### src/hdl/game_geom_pkg.sv
package game_geom_pkg;

    ////////////////////////////////////////
    // Screen and sprite geometry
    ////////////////////////////////////////
    typedef logic [7:0] x_coord_t;               // Column 0..159
    typedef logic [6:0] y_coord_t;               // Row 0..119

    localparam x_coord_t X_MAX         = 8'd159; // Last column
    localparam y_coord_t Y_MAX         = 7'd119; // Last row
    localparam int       FRUIT_SIZE    = 8;      // Fruit square side
    localparam int       BASKET_SIZE   = 16;     // Basket square side
    localparam x_coord_t BASKET_X_MAX  = 8'd144; // Right limit for a right step
    localparam x_coord_t BASKET_X0     = 8'd72;  // Roughly centred
    localparam y_coord_t BASKET_Y0     = 7'd80;  // Basket never leaves this row
    localparam x_coord_t SPAWN_MIN     = 8'd10;  // Keep spawns off the left edge
    localparam x_coord_t FRUIT2_OFFSET = 8'd10;  // Fruit 2 spawns to the right of fruit 1

    ////////////////////////////////////////
    // Speed timers
    ////////////////////////////////////////
    typedef logic [19:0] period_t;

    localparam period_t FRUIT1_PERIOD0 = 20'd790; // Slowest faller
    localparam period_t FRUIT2_PERIOD0 = 20'd690;
    localparam period_t MOVE_PERIOD0   = 20'd490; // Basket step rate
    localparam period_t PERIOD_STEP    = 20'd5;   // Shrink per period
    localparam period_t PERIOD_MIN     = 20'd100; // Speed ceiling
    localparam period_t FRUIT1_LEAD    = 20'd10;  // Pulse offsets before wrap
    localparam period_t FRUIT2_LEAD    = 20'd20;
    localparam period_t MOVE_LEAD      = 20'd20;

    // Score and lives
    typedef logic [6:0] score_t;
    typedef logic [1:0] lives_t;

    localparam lives_t     LIVES0    = 2'd3;
    localparam score_t     SCORE_MAX = 7'd99;  // Two decimal digits
    localparam logic [7:0] LFSR_SEED = 8'hA5;  // Respawn generator start
    localparam logic [7:0] LFSR_TAPS = 8'hB8;  // Galois feedback mask

endpackage

### src/hdl/draw_pkg.sv
package draw_pkg;

    ////////////////////////////////////////
    // Draw/update loop
    ////////////////////////////////////////
    // Four draw slots then three update slots
    typedef enum logic [2:0] {
        DRAW_BACKGROUND = 3'b111,
        DRAW_FRUIT_1    = 3'b001,
        DRAW_FRUIT_2    = 3'b010,
        DRAW_BASKET     = 3'b100,
        UPDATE_FRUIT_1  = 3'b110,
        UPDATE_FRUIT_2  = 3'b011,
        UPDATE_BASKET   = 3'b101
    } loop_state_t;

    ////////////////////////////////////////
    // Pixel colours
    ////////////////////////////////////////
    typedef logic [2:0] colour_t;                 // One bit per RGB channel

    // One flat colour per layer
    localparam colour_t BG_COLOUR     = 3'b001;   // Blue sky
    localparam colour_t FRUIT1_COLOUR = 3'b110;   // Yellow
    localparam colour_t FRUIT2_COLOUR = 3'b100;   // Red
    localparam colour_t BASKET_COLOUR = 3'b011;   // Cyan

endpackage

### src/hdl/game_if.sv
`timescale 1ns/100ps

// Loop state and object positions shared inside the core
interface game_if;

    draw_pkg::loop_state_t   state;      // Current loop slot

    game_geom_pkg::x_coord_t fruit1_x;   // Top left corner of each sprite
    game_geom_pkg::y_coord_t fruit1_y;
    game_geom_pkg::x_coord_t fruit2_x;
    game_geom_pkg::y_coord_t fruit2_y;
    game_geom_pkg::x_coord_t basket_x;   // Basket row is fixed

    // Loop sequencer
    modport fsm (output state);

    // Position registers live here
    modport state_owner (input state,
                         output fruit1_x, fruit1_y, fruit2_x, fruit2_y, basket_x);

    // Pixel generator only looks
    modport renderer (input state, fruit1_x, fruit1_y, fruit2_x, fruit2_y, basket_x);

endinterface

### src/hdl/frame_fsm.sv
`timescale 1ns/100ps

module frame_fsm (
    input  logic CLOCK_50,
    input  logic KEY,         // Active low reset
    game_if.fsm  bus
);

    draw_pkg::loop_state_t state_q;
    draw_pkg::loop_state_t state_d;

    ////////////////////////////////////////
    // Next state
    ////////////////////////////////////////
    // Fixed ring, one slot per clock
    always_comb begin
        case (state_q)
            draw_pkg::DRAW_BACKGROUND: state_d = draw_pkg::DRAW_FRUIT_1;
            draw_pkg::DRAW_FRUIT_1:    state_d = draw_pkg::DRAW_FRUIT_2;
            draw_pkg::DRAW_FRUIT_2:    state_d = draw_pkg::DRAW_BASKET;
            draw_pkg::DRAW_BASKET:     state_d = draw_pkg::UPDATE_FRUIT_1;
            draw_pkg::UPDATE_FRUIT_1:  state_d = draw_pkg::UPDATE_FRUIT_2;
            draw_pkg::UPDATE_FRUIT_2:  state_d = draw_pkg::UPDATE_BASKET;
            draw_pkg::UPDATE_BASKET:   state_d = draw_pkg::DRAW_BACKGROUND; // Close the loop
            default:                   state_d = draw_pkg::DRAW_BACKGROUND; // Stray encoding
        endcase
    end

    ////////////////////////////////////////
    // State register
    ////////////////////////////////////////
    always_ff @(posedge CLOCK_50 or negedge KEY) begin
        if (!KEY) begin
            state_q <= draw_pkg::DRAW_BACKGROUND;
        end else begin
            state_q <= state_d;
        end
    end

    assign bus.state = state_q;

endmodule

### src/hdl/speed_timers.sv
`timescale 1ns/100ps

module speed_timers (
    input  logic CLOCK_50,
    input  logic KEY,           // Active low reset
    output logic fall1_pulse,   // Fruit 1 drop request
    output logic fall2_pulse,   // Fruit 2 drop request
    output logic move_pulse     // Basket step request
);

    // Index 0 fruit 1, index 1 fruit 2, index 2 basket
    game_geom_pkg::period_t count_q  [3];
    game_geom_pkg::period_t period_q [3];   // Shrinks every wrap
    game_geom_pkg::period_t lead     [3];
    logic [2:0]             sync;

    assign lead[0] = game_geom_pkg::FRUIT1_LEAD;
    assign lead[1] = game_geom_pkg::FRUIT2_LEAD;
    assign lead[2] = game_geom_pkg::MOVE_LEAD;

    ////////////////////////////////////////
    // Counters and shrinking periods
    ////////////////////////////////////////
    always_ff @(posedge CLOCK_50 or negedge KEY) begin
        if (!KEY) begin
            for (int i = 0; i < 3; i++) begin
                count_q[i] <= '0;
            end
            period_q[0] <= game_geom_pkg::FRUIT1_PERIOD0;
            period_q[1] <= game_geom_pkg::FRUIT2_PERIOD0;
            period_q[2] <= game_geom_pkg::MOVE_PERIOD0;
        end else begin
            for (int i = 0; i < 3; i++) begin
                if (count_q[i] == period_q[i]) begin
                    count_q[i] <= '0;   // Wrap and speed up
                    if (period_q[i] >= game_geom_pkg::PERIOD_MIN + game_geom_pkg::PERIOD_STEP)
                        period_q[i] <= period_q[i] - game_geom_pkg::PERIOD_STEP;
                    else
                        period_q[i] <= game_geom_pkg::PERIOD_MIN; // Clamp at the floor
                end else begin
                    count_q[i] <= count_q[i] + 1'b1;
                end
            end
        end
    end

    // Staggered sync, one cycle each, a lead before the wrap
    always_comb begin
        for (int i = 0; i < 3; i++) begin
            sync[i] = (count_q[i] == period_q[i] - lead[i]);
        end
    end

    assign fall1_pulse = sync[0];
    assign fall2_pulse = sync[1];
    assign move_pulse  = sync[2];

endmodule

### src/hdl/game_state.sv
`timescale 1ns/100ps

module game_state (
    input  logic                  CLOCK_50,
    input  logic                  KEY,          // Active low reset
    input  logic                  left,         // Held to move left
    input  logic                  right,        // Held to move right
    input  logic                  fall1_pulse,
    input  logic                  fall2_pulse,
    input  logic                  move_pulse,
    game_if.state_owner           bus,
    output game_geom_pkg::score_t score,
    output game_geom_pkg::lives_t lives,
    output logic                  game_over
);

    game_geom_pkg::x_coord_t fruit1_x_q;
    game_geom_pkg::y_coord_t fruit1_y_q;
    game_geom_pkg::x_coord_t fruit2_x_q;
    game_geom_pkg::y_coord_t fruit2_y_q;
    game_geom_pkg::x_coord_t basket_x_q;
    logic [2:0]              pend_q;     // Fruit 1, fruit 2, basket
    logic [2:0]              want;       // Held or arriving this cycle
    logic [7:0]              lfsr_q;
    logic [7:0]              lfsr_next;
    game_geom_pkg::x_coord_t spawn_x;    // Fruit 1 column after a respawn

    logic                    serve1;
    logic                    serve2;
    logic                    serve_b;
    game_geom_pkg::x_coord_t cur_x;      // Fruit in its update slot
    game_geom_pkg::y_coord_t cur_y;
    logic                    caught;
    logic                    missed;
    logic                    respawn;

    // Keep spawns off the left edge
    function automatic game_geom_pkg::x_coord_t spawn_col(input logic [7:0] v);
        return (v > game_geom_pkg::SPAWN_MIN) ? v : v + game_geom_pkg::SPAWN_MIN;
    endfunction

    // Square boxes sharing any pixel, one spare bit against wrap
    function automatic logic overlaps(input game_geom_pkg::x_coord_t fx,
                                      input game_geom_pkg::y_coord_t fy,
                                      input game_geom_pkg::x_coord_t bx);
        logic [8:0] fx_w;
        logic [8:0] bx_w;
        logic [7:0] fy_w;
        logic [7:0] by_w;
        fx_w = {1'b0, fx};
        bx_w = {1'b0, bx};
        fy_w = {1'b0, fy};
        by_w = {1'b0, game_geom_pkg::BASKET_Y0};
        return (fx_w < bx_w + 9'(game_geom_pkg::BASKET_SIZE))
            && (bx_w < fx_w + 9'(game_geom_pkg::FRUIT_SIZE))
            && (fy_w < by_w + 8'(game_geom_pkg::BASKET_SIZE))
            && (by_w < fy_w + 8'(game_geom_pkg::FRUIT_SIZE));
    endfunction

    ////////////////////////////////////////
    // Slot decode
    ////////////////////////////////////////
    assign want      = pend_q | {move_pulse, fall2_pulse, fall1_pulse};
    assign game_over = (lives == '0);   // Freezes every update

    assign serve1  = !game_over && want[0] && (bus.state == draw_pkg::UPDATE_FRUIT_1);
    assign serve2  = !game_over && want[1] && (bus.state == draw_pkg::UPDATE_FRUIT_2);
    assign serve_b = !game_over && want[2] && (bus.state == draw_pkg::UPDATE_BASKET);

    // Only one fruit slot at a time
    assign cur_x   = serve2 ? fruit2_x_q : fruit1_x_q;
    assign cur_y   = serve2 ? fruit2_y_q : fruit1_y_q;
    assign caught  = (serve1 || serve2) && overlaps(cur_x, cur_y, basket_x_q);
    assign missed  = (serve1 || serve2) && !caught && (cur_y >= game_geom_pkg::Y_MAX);
    assign respawn = caught || missed;

    // Galois step
    assign lfsr_next = lfsr_q[0] ? ((lfsr_q >> 1) ^ game_geom_pkg::LFSR_TAPS) : (lfsr_q >> 1);
    assign spawn_x   = spawn_col(lfsr_next);

    ////////////////////////////////////////
    // Positions, score and lives
    ////////////////////////////////////////
    always_ff @(posedge CLOCK_50 or negedge KEY) begin
        if (!KEY) begin
            fruit1_x_q <= spawn_col(game_geom_pkg::LFSR_SEED);
            fruit1_y_q <= '0;
            fruit2_x_q <= spawn_col(game_geom_pkg::LFSR_SEED) + game_geom_pkg::FRUIT2_OFFSET;
            fruit2_y_q <= '0;
            basket_x_q <= game_geom_pkg::BASKET_X0;
            pend_q     <= '0;
            lfsr_q     <= game_geom_pkg::LFSR_SEED;
            score      <= '0;
            lives      <= game_geom_pkg::LIVES0;
        end else begin
            pend_q <= want;                              // Repeats are absorbed
            if (caught && score < game_geom_pkg::SCORE_MAX) begin
                score <= score + 1'b1;
            end
            if (missed) begin
                lives <= lives - 1'b1;
            end
            if (respawn) begin
                lfsr_q <= lfsr_next;                     // One step per respawn
            end
            if (serve1) begin
                pend_q[0]  <= 1'b0;
                fruit1_x_q <= respawn ? spawn_x : fruit1_x_q;
                fruit1_y_q <= respawn ? 7'd1 : fruit1_y_q + 1'b1;
            end
            if (serve2) begin
                pend_q[1]  <= 1'b0;
                fruit2_x_q <= respawn ? spawn_x + game_geom_pkg::FRUIT2_OFFSET : fruit2_x_q;
                fruit2_y_q <= respawn ? 7'd3 : fruit2_y_q + 1'b1;  // Staggered from fruit 1
            end
            if (serve_b) begin
                pend_q[2] <= 1'b0;
                if (right && basket_x_q <= game_geom_pkg::BASKET_X_MAX) begin
                    basket_x_q <= basket_x_q + 1'b1;
                end else if (left && basket_x_q != '0) begin
                    basket_x_q <= basket_x_q - 1'b1;
                end
            end
        end
    end

    assign bus.fruit1_x = fruit1_x_q;
    assign bus.fruit1_y = fruit1_y_q;
    assign bus.fruit2_x = fruit2_x_q;
    assign bus.fruit2_y = fruit2_y_q;
    assign bus.basket_x = basket_x_q;

endmodule

### src/hdl/pixel_scan.sv
`timescale 1ns/100ps

module pixel_scan (
    input  logic                     CLOCK_50,
    input  logic                     KEY,        // Active low reset
    game_if.renderer                 bus,
    output game_geom_pkg::x_coord_t  pix_x,
    output game_geom_pkg::y_coord_t  pix_y,
    output draw_pkg::colour_t        pix_colour,
    output logic                     plot
);

    game_geom_pkg::x_coord_t bg_x;       // Background raster position
    game_geom_pkg::y_coord_t bg_y;
    logic [5:0]              fruit1_off; // {row, col} inside 8x8
    logic [5:0]              fruit2_off;
    logic [7:0]              basket_off; // {row, col} inside 16x16

    game_geom_pkg::x_coord_t x_d;
    game_geom_pkg::y_coord_t y_d;
    draw_pkg::colour_t       colour_d;
    logic                    draw_d;

    ////////////////////////////////////////
    // Raster counters
    ////////////////////////////////////////
    always_ff @(posedge CLOCK_50 or negedge KEY) begin
        if (!KEY) begin
            bg_x       <= '0;
            bg_y       <= '0;
            fruit1_off <= '0;
            fruit2_off <= '0;
            basket_off <= '0;
        end else begin
            case (bus.state)
                draw_pkg::DRAW_BACKGROUND: begin
                    if (bg_x == game_geom_pkg::X_MAX) begin
                        bg_x <= '0;
                        bg_y <= (bg_y == game_geom_pkg::Y_MAX) ? '0 : bg_y + 1'b1; // Next row
                    end else begin
                        bg_x <= bg_x + 1'b1;
                    end
                end
                // Column bits carry into row bits
                draw_pkg::DRAW_FRUIT_1: fruit1_off <= fruit1_off + 1'b1;
                draw_pkg::DRAW_FRUIT_2: fruit2_off <= fruit2_off + 1'b1;
                draw_pkg::DRAW_BASKET:  basket_off <= basket_off + 1'b1;
                default: ;                                 // Update slots leave them alone
            endcase
        end
    end

    ////////////////////////////////////////
    // Layer select
    ////////////////////////////////////////
    always_comb begin
        x_d      = bg_x;
        y_d      = bg_y;
        colour_d = draw_pkg::BG_COLOUR;
        draw_d   = 1'b1;
        case (bus.state)
            draw_pkg::DRAW_BACKGROUND: ;                   // Defaults above
            draw_pkg::DRAW_FRUIT_1: begin
                x_d      = bus.fruit1_x + game_geom_pkg::x_coord_t'(fruit1_off[2:0]);
                y_d      = bus.fruit1_y + game_geom_pkg::y_coord_t'(fruit1_off[5:3]);
                colour_d = draw_pkg::FRUIT1_COLOUR;
            end
            draw_pkg::DRAW_FRUIT_2: begin
                x_d      = bus.fruit2_x + game_geom_pkg::x_coord_t'(fruit2_off[2:0]);
                y_d      = bus.fruit2_y + game_geom_pkg::y_coord_t'(fruit2_off[5:3]);
                colour_d = draw_pkg::FRUIT2_COLOUR;
            end
            draw_pkg::DRAW_BASKET: begin
                x_d      = bus.basket_x + game_geom_pkg::x_coord_t'(basket_off[3:0]);
                y_d      = game_geom_pkg::BASKET_Y0 + game_geom_pkg::y_coord_t'(basket_off[7:4]);
                colour_d = draw_pkg::BASKET_COLOUR;
            end
            default: draw_d = 1'b0;                        // No pixel in update slots
        endcase
    end

    // Output stage
    always_ff @(posedge CLOCK_50 or negedge KEY) begin
        if (!KEY) begin
            plot <= 1'b0;
        end else begin
            plot <= draw_d;
        end
    end

    always_ff @(posedge CLOCK_50) begin
        pix_x      <= x_d;
        pix_y      <= y_d;
        pix_colour <= colour_d;
    end

endmodule

### src/hdl/seg_display.sv
`timescale 1ns/100ps

module seg_display (
    input  game_geom_pkg::score_t score,
    input  game_geom_pkg::lives_t lives,
    output logic [6:0]            hex_tens,   // Active low segments
    output logic [6:0]            hex_units,
    output logic [6:0]            hex_lives
);

    logic [3:0] tens;
    logic [3:0] units;

    ////////////////////////////////////////
    // Digit table, segment 0 in bit 0
    ////////////////////////////////////////
    function automatic logic [6:0] digit_seg(input logic [3:0] d);
        case (d)
            4'd0:    return 7'b1000000;
            4'd1:    return 7'b1111001;
            4'd2:    return 7'b0100100;
            4'd3:    return 7'b0110000;
            4'd4:    return 7'b0011001;
            4'd5:    return 7'b0010010;
            4'd6:    return 7'b0000010;
            4'd7:    return 7'b1111000;
            4'd8:    return 7'b0000000;
            4'd9:    return 7'b0011000;
            default: return 7'b1111111;   // Blank
        endcase
    endfunction

    // Score never passes 99 so tens fits one digit
    assign tens  = 4'(score / 7'd10);
    assign units = 4'(score % 7'd10);

    assign hex_tens  = digit_seg(tens);
    assign hex_units = digit_seg(units);
    assign hex_lives = digit_seg({2'b00, lives});

endmodule

### src/hdl/fruit_game.sv
`timescale 1ns/100ps

module fruit_game (
    input  logic                    CLOCK_50,
    input  logic                    KEY,          // Active low reset
    input  logic                    left,
    input  logic                    right,
    output logic [6:0]              HEX0,         // Lives
    output logic [6:0]              HEX4,         // Score units
    output logic [6:0]              HEX5,         // Score tens
    output game_geom_pkg::x_coord_t pix_x,
    output game_geom_pkg::y_coord_t pix_y,
    output draw_pkg::colour_t       pix_colour,
    output logic                    plot,
    output logic                    game_over
);

    logic                  fall1_pulse;
    logic                  fall2_pulse;
    logic                  move_pulse;
    game_geom_pkg::score_t score;
    game_geom_pkg::lives_t lives;

    game_if bus ();

    ////////////////////////////////////////
    // Loop and timing
    ////////////////////////////////////////
    frame_fsm u_fsm (
        .CLOCK_50 (CLOCK_50),
        .KEY      (KEY),
        .bus      (bus.fsm)
    );

    speed_timers u_timers (
        .CLOCK_50    (CLOCK_50),
        .KEY         (KEY),
        .fall1_pulse (fall1_pulse),
        .fall2_pulse (fall2_pulse),
        .move_pulse  (move_pulse)
    );

    ////////////////////////////////////////
    // Game rules
    ////////////////////////////////////////
    game_state u_state (
        .CLOCK_50    (CLOCK_50),
        .KEY         (KEY),
        .left        (left),
        .right       (right),
        .fall1_pulse (fall1_pulse),
        .fall2_pulse (fall2_pulse),
        .move_pulse  (move_pulse),
        .bus         (bus.state_owner),
        .score       (score),
        .lives       (lives),
        .game_over   (game_over)
    );

    // Pixel stream and digits
    pixel_scan u_scan (
        .CLOCK_50   (CLOCK_50),
        .KEY        (KEY),
        .bus        (bus.renderer),
        .pix_x      (pix_x),
        .pix_y      (pix_y),
        .pix_colour (pix_colour),
        .plot       (plot)
    );

    seg_display u_seg (
        .score     (score),
        .lives     (lives),
        .hex_tens  (HEX5),
        .hex_units (HEX4),
        .hex_lives (HEX0)
    );

endmodule

### config.mk
export PLATFORM = sky130hd
export DESIGN_NAME = fruit_game
export DESIGN_NICKNAME = d
export VERILOG_FILES = /design/src/hdl/game_geom_pkg.sv /design/src/hdl/draw_pkg.sv /design/src/hdl/game_if.sv /design/src/hdl/frame_fsm.sv /design/src/hdl/speed_timers.sv /design/src/hdl/game_state.sv /design/src/hdl/pixel_scan.sv /design/src/hdl/seg_display.sv /design/src/hdl/fruit_game.sv
export SDC_FILE = /design/constraint.sdc
export NUM_CORES = 1
export LEC_CHECK = 0
export ABC_AREA = 1
export BUFFER_PORTS_ARGS = -buffer_cell sky130_fd_sc_hd__buf_2
export CORE_MARGIN = 8
export CORE_UTILIZATION = 40
export CTS_BUF_LIST = sky130_fd_sc_hd__clkbuf_8 sky130_fd_sc_hd__clkbuf_16
export DETAILED_ROUTE_END_ITERATION = 12
export PLACE_DENSITY = 0.58
export SYNTH_ARGS = -nofsm -noshare
export SYNTH_HDL_FRONTEND = slang
export SYNTH_HIERARCHICAL = 1
export SYNTH_SLANG_ARGS = --single-unit
### constraint.sdc
create_clock -name CLOCK_50 -period 4.7 [get_ports CLOCK_50]
set_input_delay 0.235 -clock CLOCK_50 [delete_from_list [all_inputs] [get_ports CLOCK_50]]
set_output_delay 0.235 -clock CLOCK_50 [all_outputs]
set_load 0.005 [all_outputs]
==> impl_metrics.py <==
metrics = {
    "sta": {
        "setup_viol": 0,
        "hold_viol": 0,
        "fin_tns_setup_ns": 0,
        "tightest_slew_ns": 1.03,
        "max_clock_freq_mhz": 231,
        "fin_crit_ns": 4.34,
        "rsz0062_at_grt": "false",
        "hold_slack_ns": 0.238,
        "finalClockSkew_ns": 0.0182,
        "fin_crit_sh_pct": 92.3,
        "slew_viol_final": 0,
        "slew_headroom_pct": 31.1,
    },
    "global_routing": {
        "grt_pass1_wl_mm": 72.9,
        "antenna_found_initial": 0,
        "gr-total-overflow": 0,
        "track_usage_pct": 17.0,
        "first_global_vias": 14600,
        "grt_max_degree": 124,
    },
    "logic_synthesis": {
        "post-synth-top-area-fraction_pct": 26.0,
        "syn_inst": 2451,
        "synth-warning-count": 6,
        "synth_ff_type": "dfrtp_1",
        "syn_area_per_cell_um2": 7.07,
        "synth_cell_types": 57,
        "yosysTopAreaCell": "dfrtp_1",
        "syn_nets": 2546,
        "ys_ff_latch": 235,
        "synth_common_cells": "680 x nand2_1, 328 x nor2_1, 273 x inv_1, 201 x nand3_1, 180 x dfrtp_1",
        "synth_area_um2": 17300,
        "yosysSeqAreaShare_pct": 33.7,
        "async_reset_ff_share_pct": 92.3,
        "synth_most_common_cell": "nand2_1",
        "synthTopCellsByArea": "dfrtp_1 26%, nand2_1 15%, nor2_1 7.1%",
        "synth-edff-count": 0,
    },
    "power_and_ir_drop": {
        "leakage_nw": 9.63,
        "p_int_mw": 3.45,
        "p_sw_mw": 0.936,
        "seqPwrFrac_pct": 46.1,
        "power_frac_comb_pct": 0.9,
        "switching_share_pct": 21.3,
        "power_density_nw_per_um2": 229,
        "p_clk_share_pct": 52.9,
        "max-vdd-ir-drop_mv": 0.241,
    },
    "critical_path": {
        "crit_top_cell": "nand2_1",
        "path_delay_family": "simple AND/OR/NAND/NOR gates",
        "cp_num_buf_inv": 6,
        "cp-start-kind": "flop",
        "critPathKind": "flop to flop",
        "worst_r2r_endpoint": "u_state/bus.fruit2_x[6]",
        "crit_fanout": 20,
        "reg2reg_slack_ns": 0.36,
        "worstPathArrival_ns": 4.79,
        "worstPathRequired_ns": 5.15,
        "worst_path_largest_cell_delay_ns": 0.37,
        "endpoint_kind": "flop",
        "critical-path-slowest-cell": "dfrtp_1",
        "reg2reg_depth": 32,
        "crit-reg2reg-launch": "u_timers/period_q[23]",
    },
    "clock_network": {
        "tritoncts": "built",
        "clock_path_buffers": 3,
        "h-tree-depth": 1,
        "clk_latency_ns": 0.56,
        "cts.clk_slew.worst_paths_ns": 0.06,
        "cts_buffers": 29,
        "root_buffer": "clkbuf_16",
        "cts_sinks": 235,
    },
    "cells_and_area": {
        "diodes": 0,
        "drive_above_1_share_pct": 9.60,
        "num-nets-final": 2583,
        "area_growth_pct": 10.4,
        "stdcell_count": 3096,
    },
    "detailed_routing": {
        "wl_per_cell_um": 13.9,
        "wl_mm": 42.9,
        "first_iter_violations": 948,
        "vias": 15300,
        "route.detailed.drc": 0,
        "ant_nets": 0,
        "avgViaCountPerCell": 4.95,
        "drt_pre_antenna_iters": 5,
    },
    "floorplan": {
        "io_pins": 45,
        "core-area_um2": 42900,
        "chipHeight_um": 224,
        "die_x_um": 224,
        "die_area_um2": 50200,
        "rows": 76,
        "initial_core_util_pct": 40.4,
    },
    "min_path": {
        "min_from": "left",
        "holdPathStages": 5,
        "hold_end": "u_state/bus.basket_x[3]",
        "min_path_type": "input port to flop",
    },
    "run_status": {
        "status": "finished clean",
    },
    "placement": {
        "io_buffers": 43,
        "dp_hpwl_mm": 32.0,
        "dp_cells": 3036,
        "routabilityCongestion": 0.905,
    },
    "flow_run": {
        "maxCapViolCount": 0,
    },
}
power groups by stage:
stage | logic (mW) | registers [mW] | clock network, mW
after floorplan | 0.00114 | 2.06 | 0
after global placement | 0.0445 | 2.06 | 0
after detailed placement | 0.0451 | 2.06 | 0
after CTS | 0.0458 | 2.02 | 2.40
after global routing | 0.0507 | 2.02 | 2.47
final | 0.0414 | 2.02 | 2.32
sequential cells by signal (all words and copies together), names as in the netlist, 6 cells and up:
name	flops
u_timers/count_q	60
u_timers/period_q	60
u_scan/basket_off	8
u_state/bus.fruit2_y	7
u_state/bus.basket_x	8
u_scan/fruit2_off	6
u_state/bus.fruit1_x	8
u_state/bus.fruit2_x	8
u_scan/pix_x	8
u_scan/bg_y	7
u_state/bus.fruit1_y	7
u_scan/fruit1_off	6
u_state/lfsr_q	8
u_scan/bg_x	8
u_scan/pix_y	7
u_state/score	7
placed cells by master, fill, tap and decap left out, drive strengths merged, types with 46 or more instances in the layout:
| cell | synthesis | routed |
|---|---|---|
| nand2 | 697 | 698 |
| nor2 | 346 | 346 |
| inv | 292 | 301 |
| nand3 | 209 | 209 |
| dfrtp | 180 | 180 |
| xor2 | 139 | 139 |
| o21ai | 126 | 126 |
| ha | 85 | 85 |
| buf | 43 | 60 |
| xnor2 | 59 | 59 |
| a21oi | 51 | 51 |
| nand4 | 46 | 46 |
tightest hold or removal path, delay by kind of cell:
family / cells / cell delay, ns
and+or+nand+nor: 2 / 0.28
AOI/OAI and AO/OA: 2 / 0.18
buffers and inverters: 1 / 0.10
cell type report:
class | count | area [um^2]
fillers | 4298 | 23800
multi-input cells | 1868 | 10100
flip-flops and latches | 235 | 5840
inverters | 293 | 1100
clock buffers | 31 | 753
well taps | 585 | 732
repair buffers | 61 | 404
clock inverters | 23 | 240
routing by layer:
metal	vias to the layer above	GRT usage [%]	share of wire, %
met5	-	0	0
met4	0	4.16	1.8
met3	60	2.34	4.3
met2	275	27.4	45
met1	7139	23.8	49
li1	7846	-	-
cell families after synthesis:
group	after synthesis	share of synthesized area, %
other	1	0.0216
AND/OR/NAND/NOR	1371	34.4
flip-flops	235	33.7
AO/OA/AOI/OAI	206	6.50
adder cells (fa/ha/maj)	91	6.83
buffers and inverters	349	8.58
XOR/XNOR	198	10.0
how the worst max path moves through the flow:
| stage | startpoint | to | slack, ns | cells past startpoint |
|---|---|---|---|---|
| after floorplan | u_timers/period_q[23] | u_state/bus.fruit1_x[3] | 0.65 | 35 |
| after global placement | u_timers/period_q[22] | u_state/bus.fruit1_x[1] | 0.20 | 32 |
| after detailed placement | u_timers/period_q[22] | u_state/bus.fruit2_x[6] | 0.19 | 32 |
| after CTS | u_timers/period_q[23] | u_state/lfsr_q[5] | 0.18 | 32 |
| after global routing | u_timers/period_q[32] | u_state/bus.fruit1_x[6] | 0.001 | 29 |
| final | u_timers/period_q[23] | u_state/bus.fruit2_x[6] | 0.36 | 32 |
repair_timing:
action                     CTS  global route
setup buffers                0             4
hold buffers                 1             0
hold endpoints to repair    70             0
setup endpoints to repair    0            45
resized for setup            0            16
stage by stage:
step                      util, %  power [mW]  instance area [um^2]  setup slack [ns]
final                        44.6        4.39                 19100             0.363
after global routing         44.6        4.54                 19100           0.00137
after CTS                    44.4        4.47                 19000             0.180
after detailed placement     42.0        2.10                 18000             0.188
after global placement       42.0        2.10                 18000             0.202
after floorplan                 -        2.06                 17300             0.646
Power figures use the tool's default switching activity.
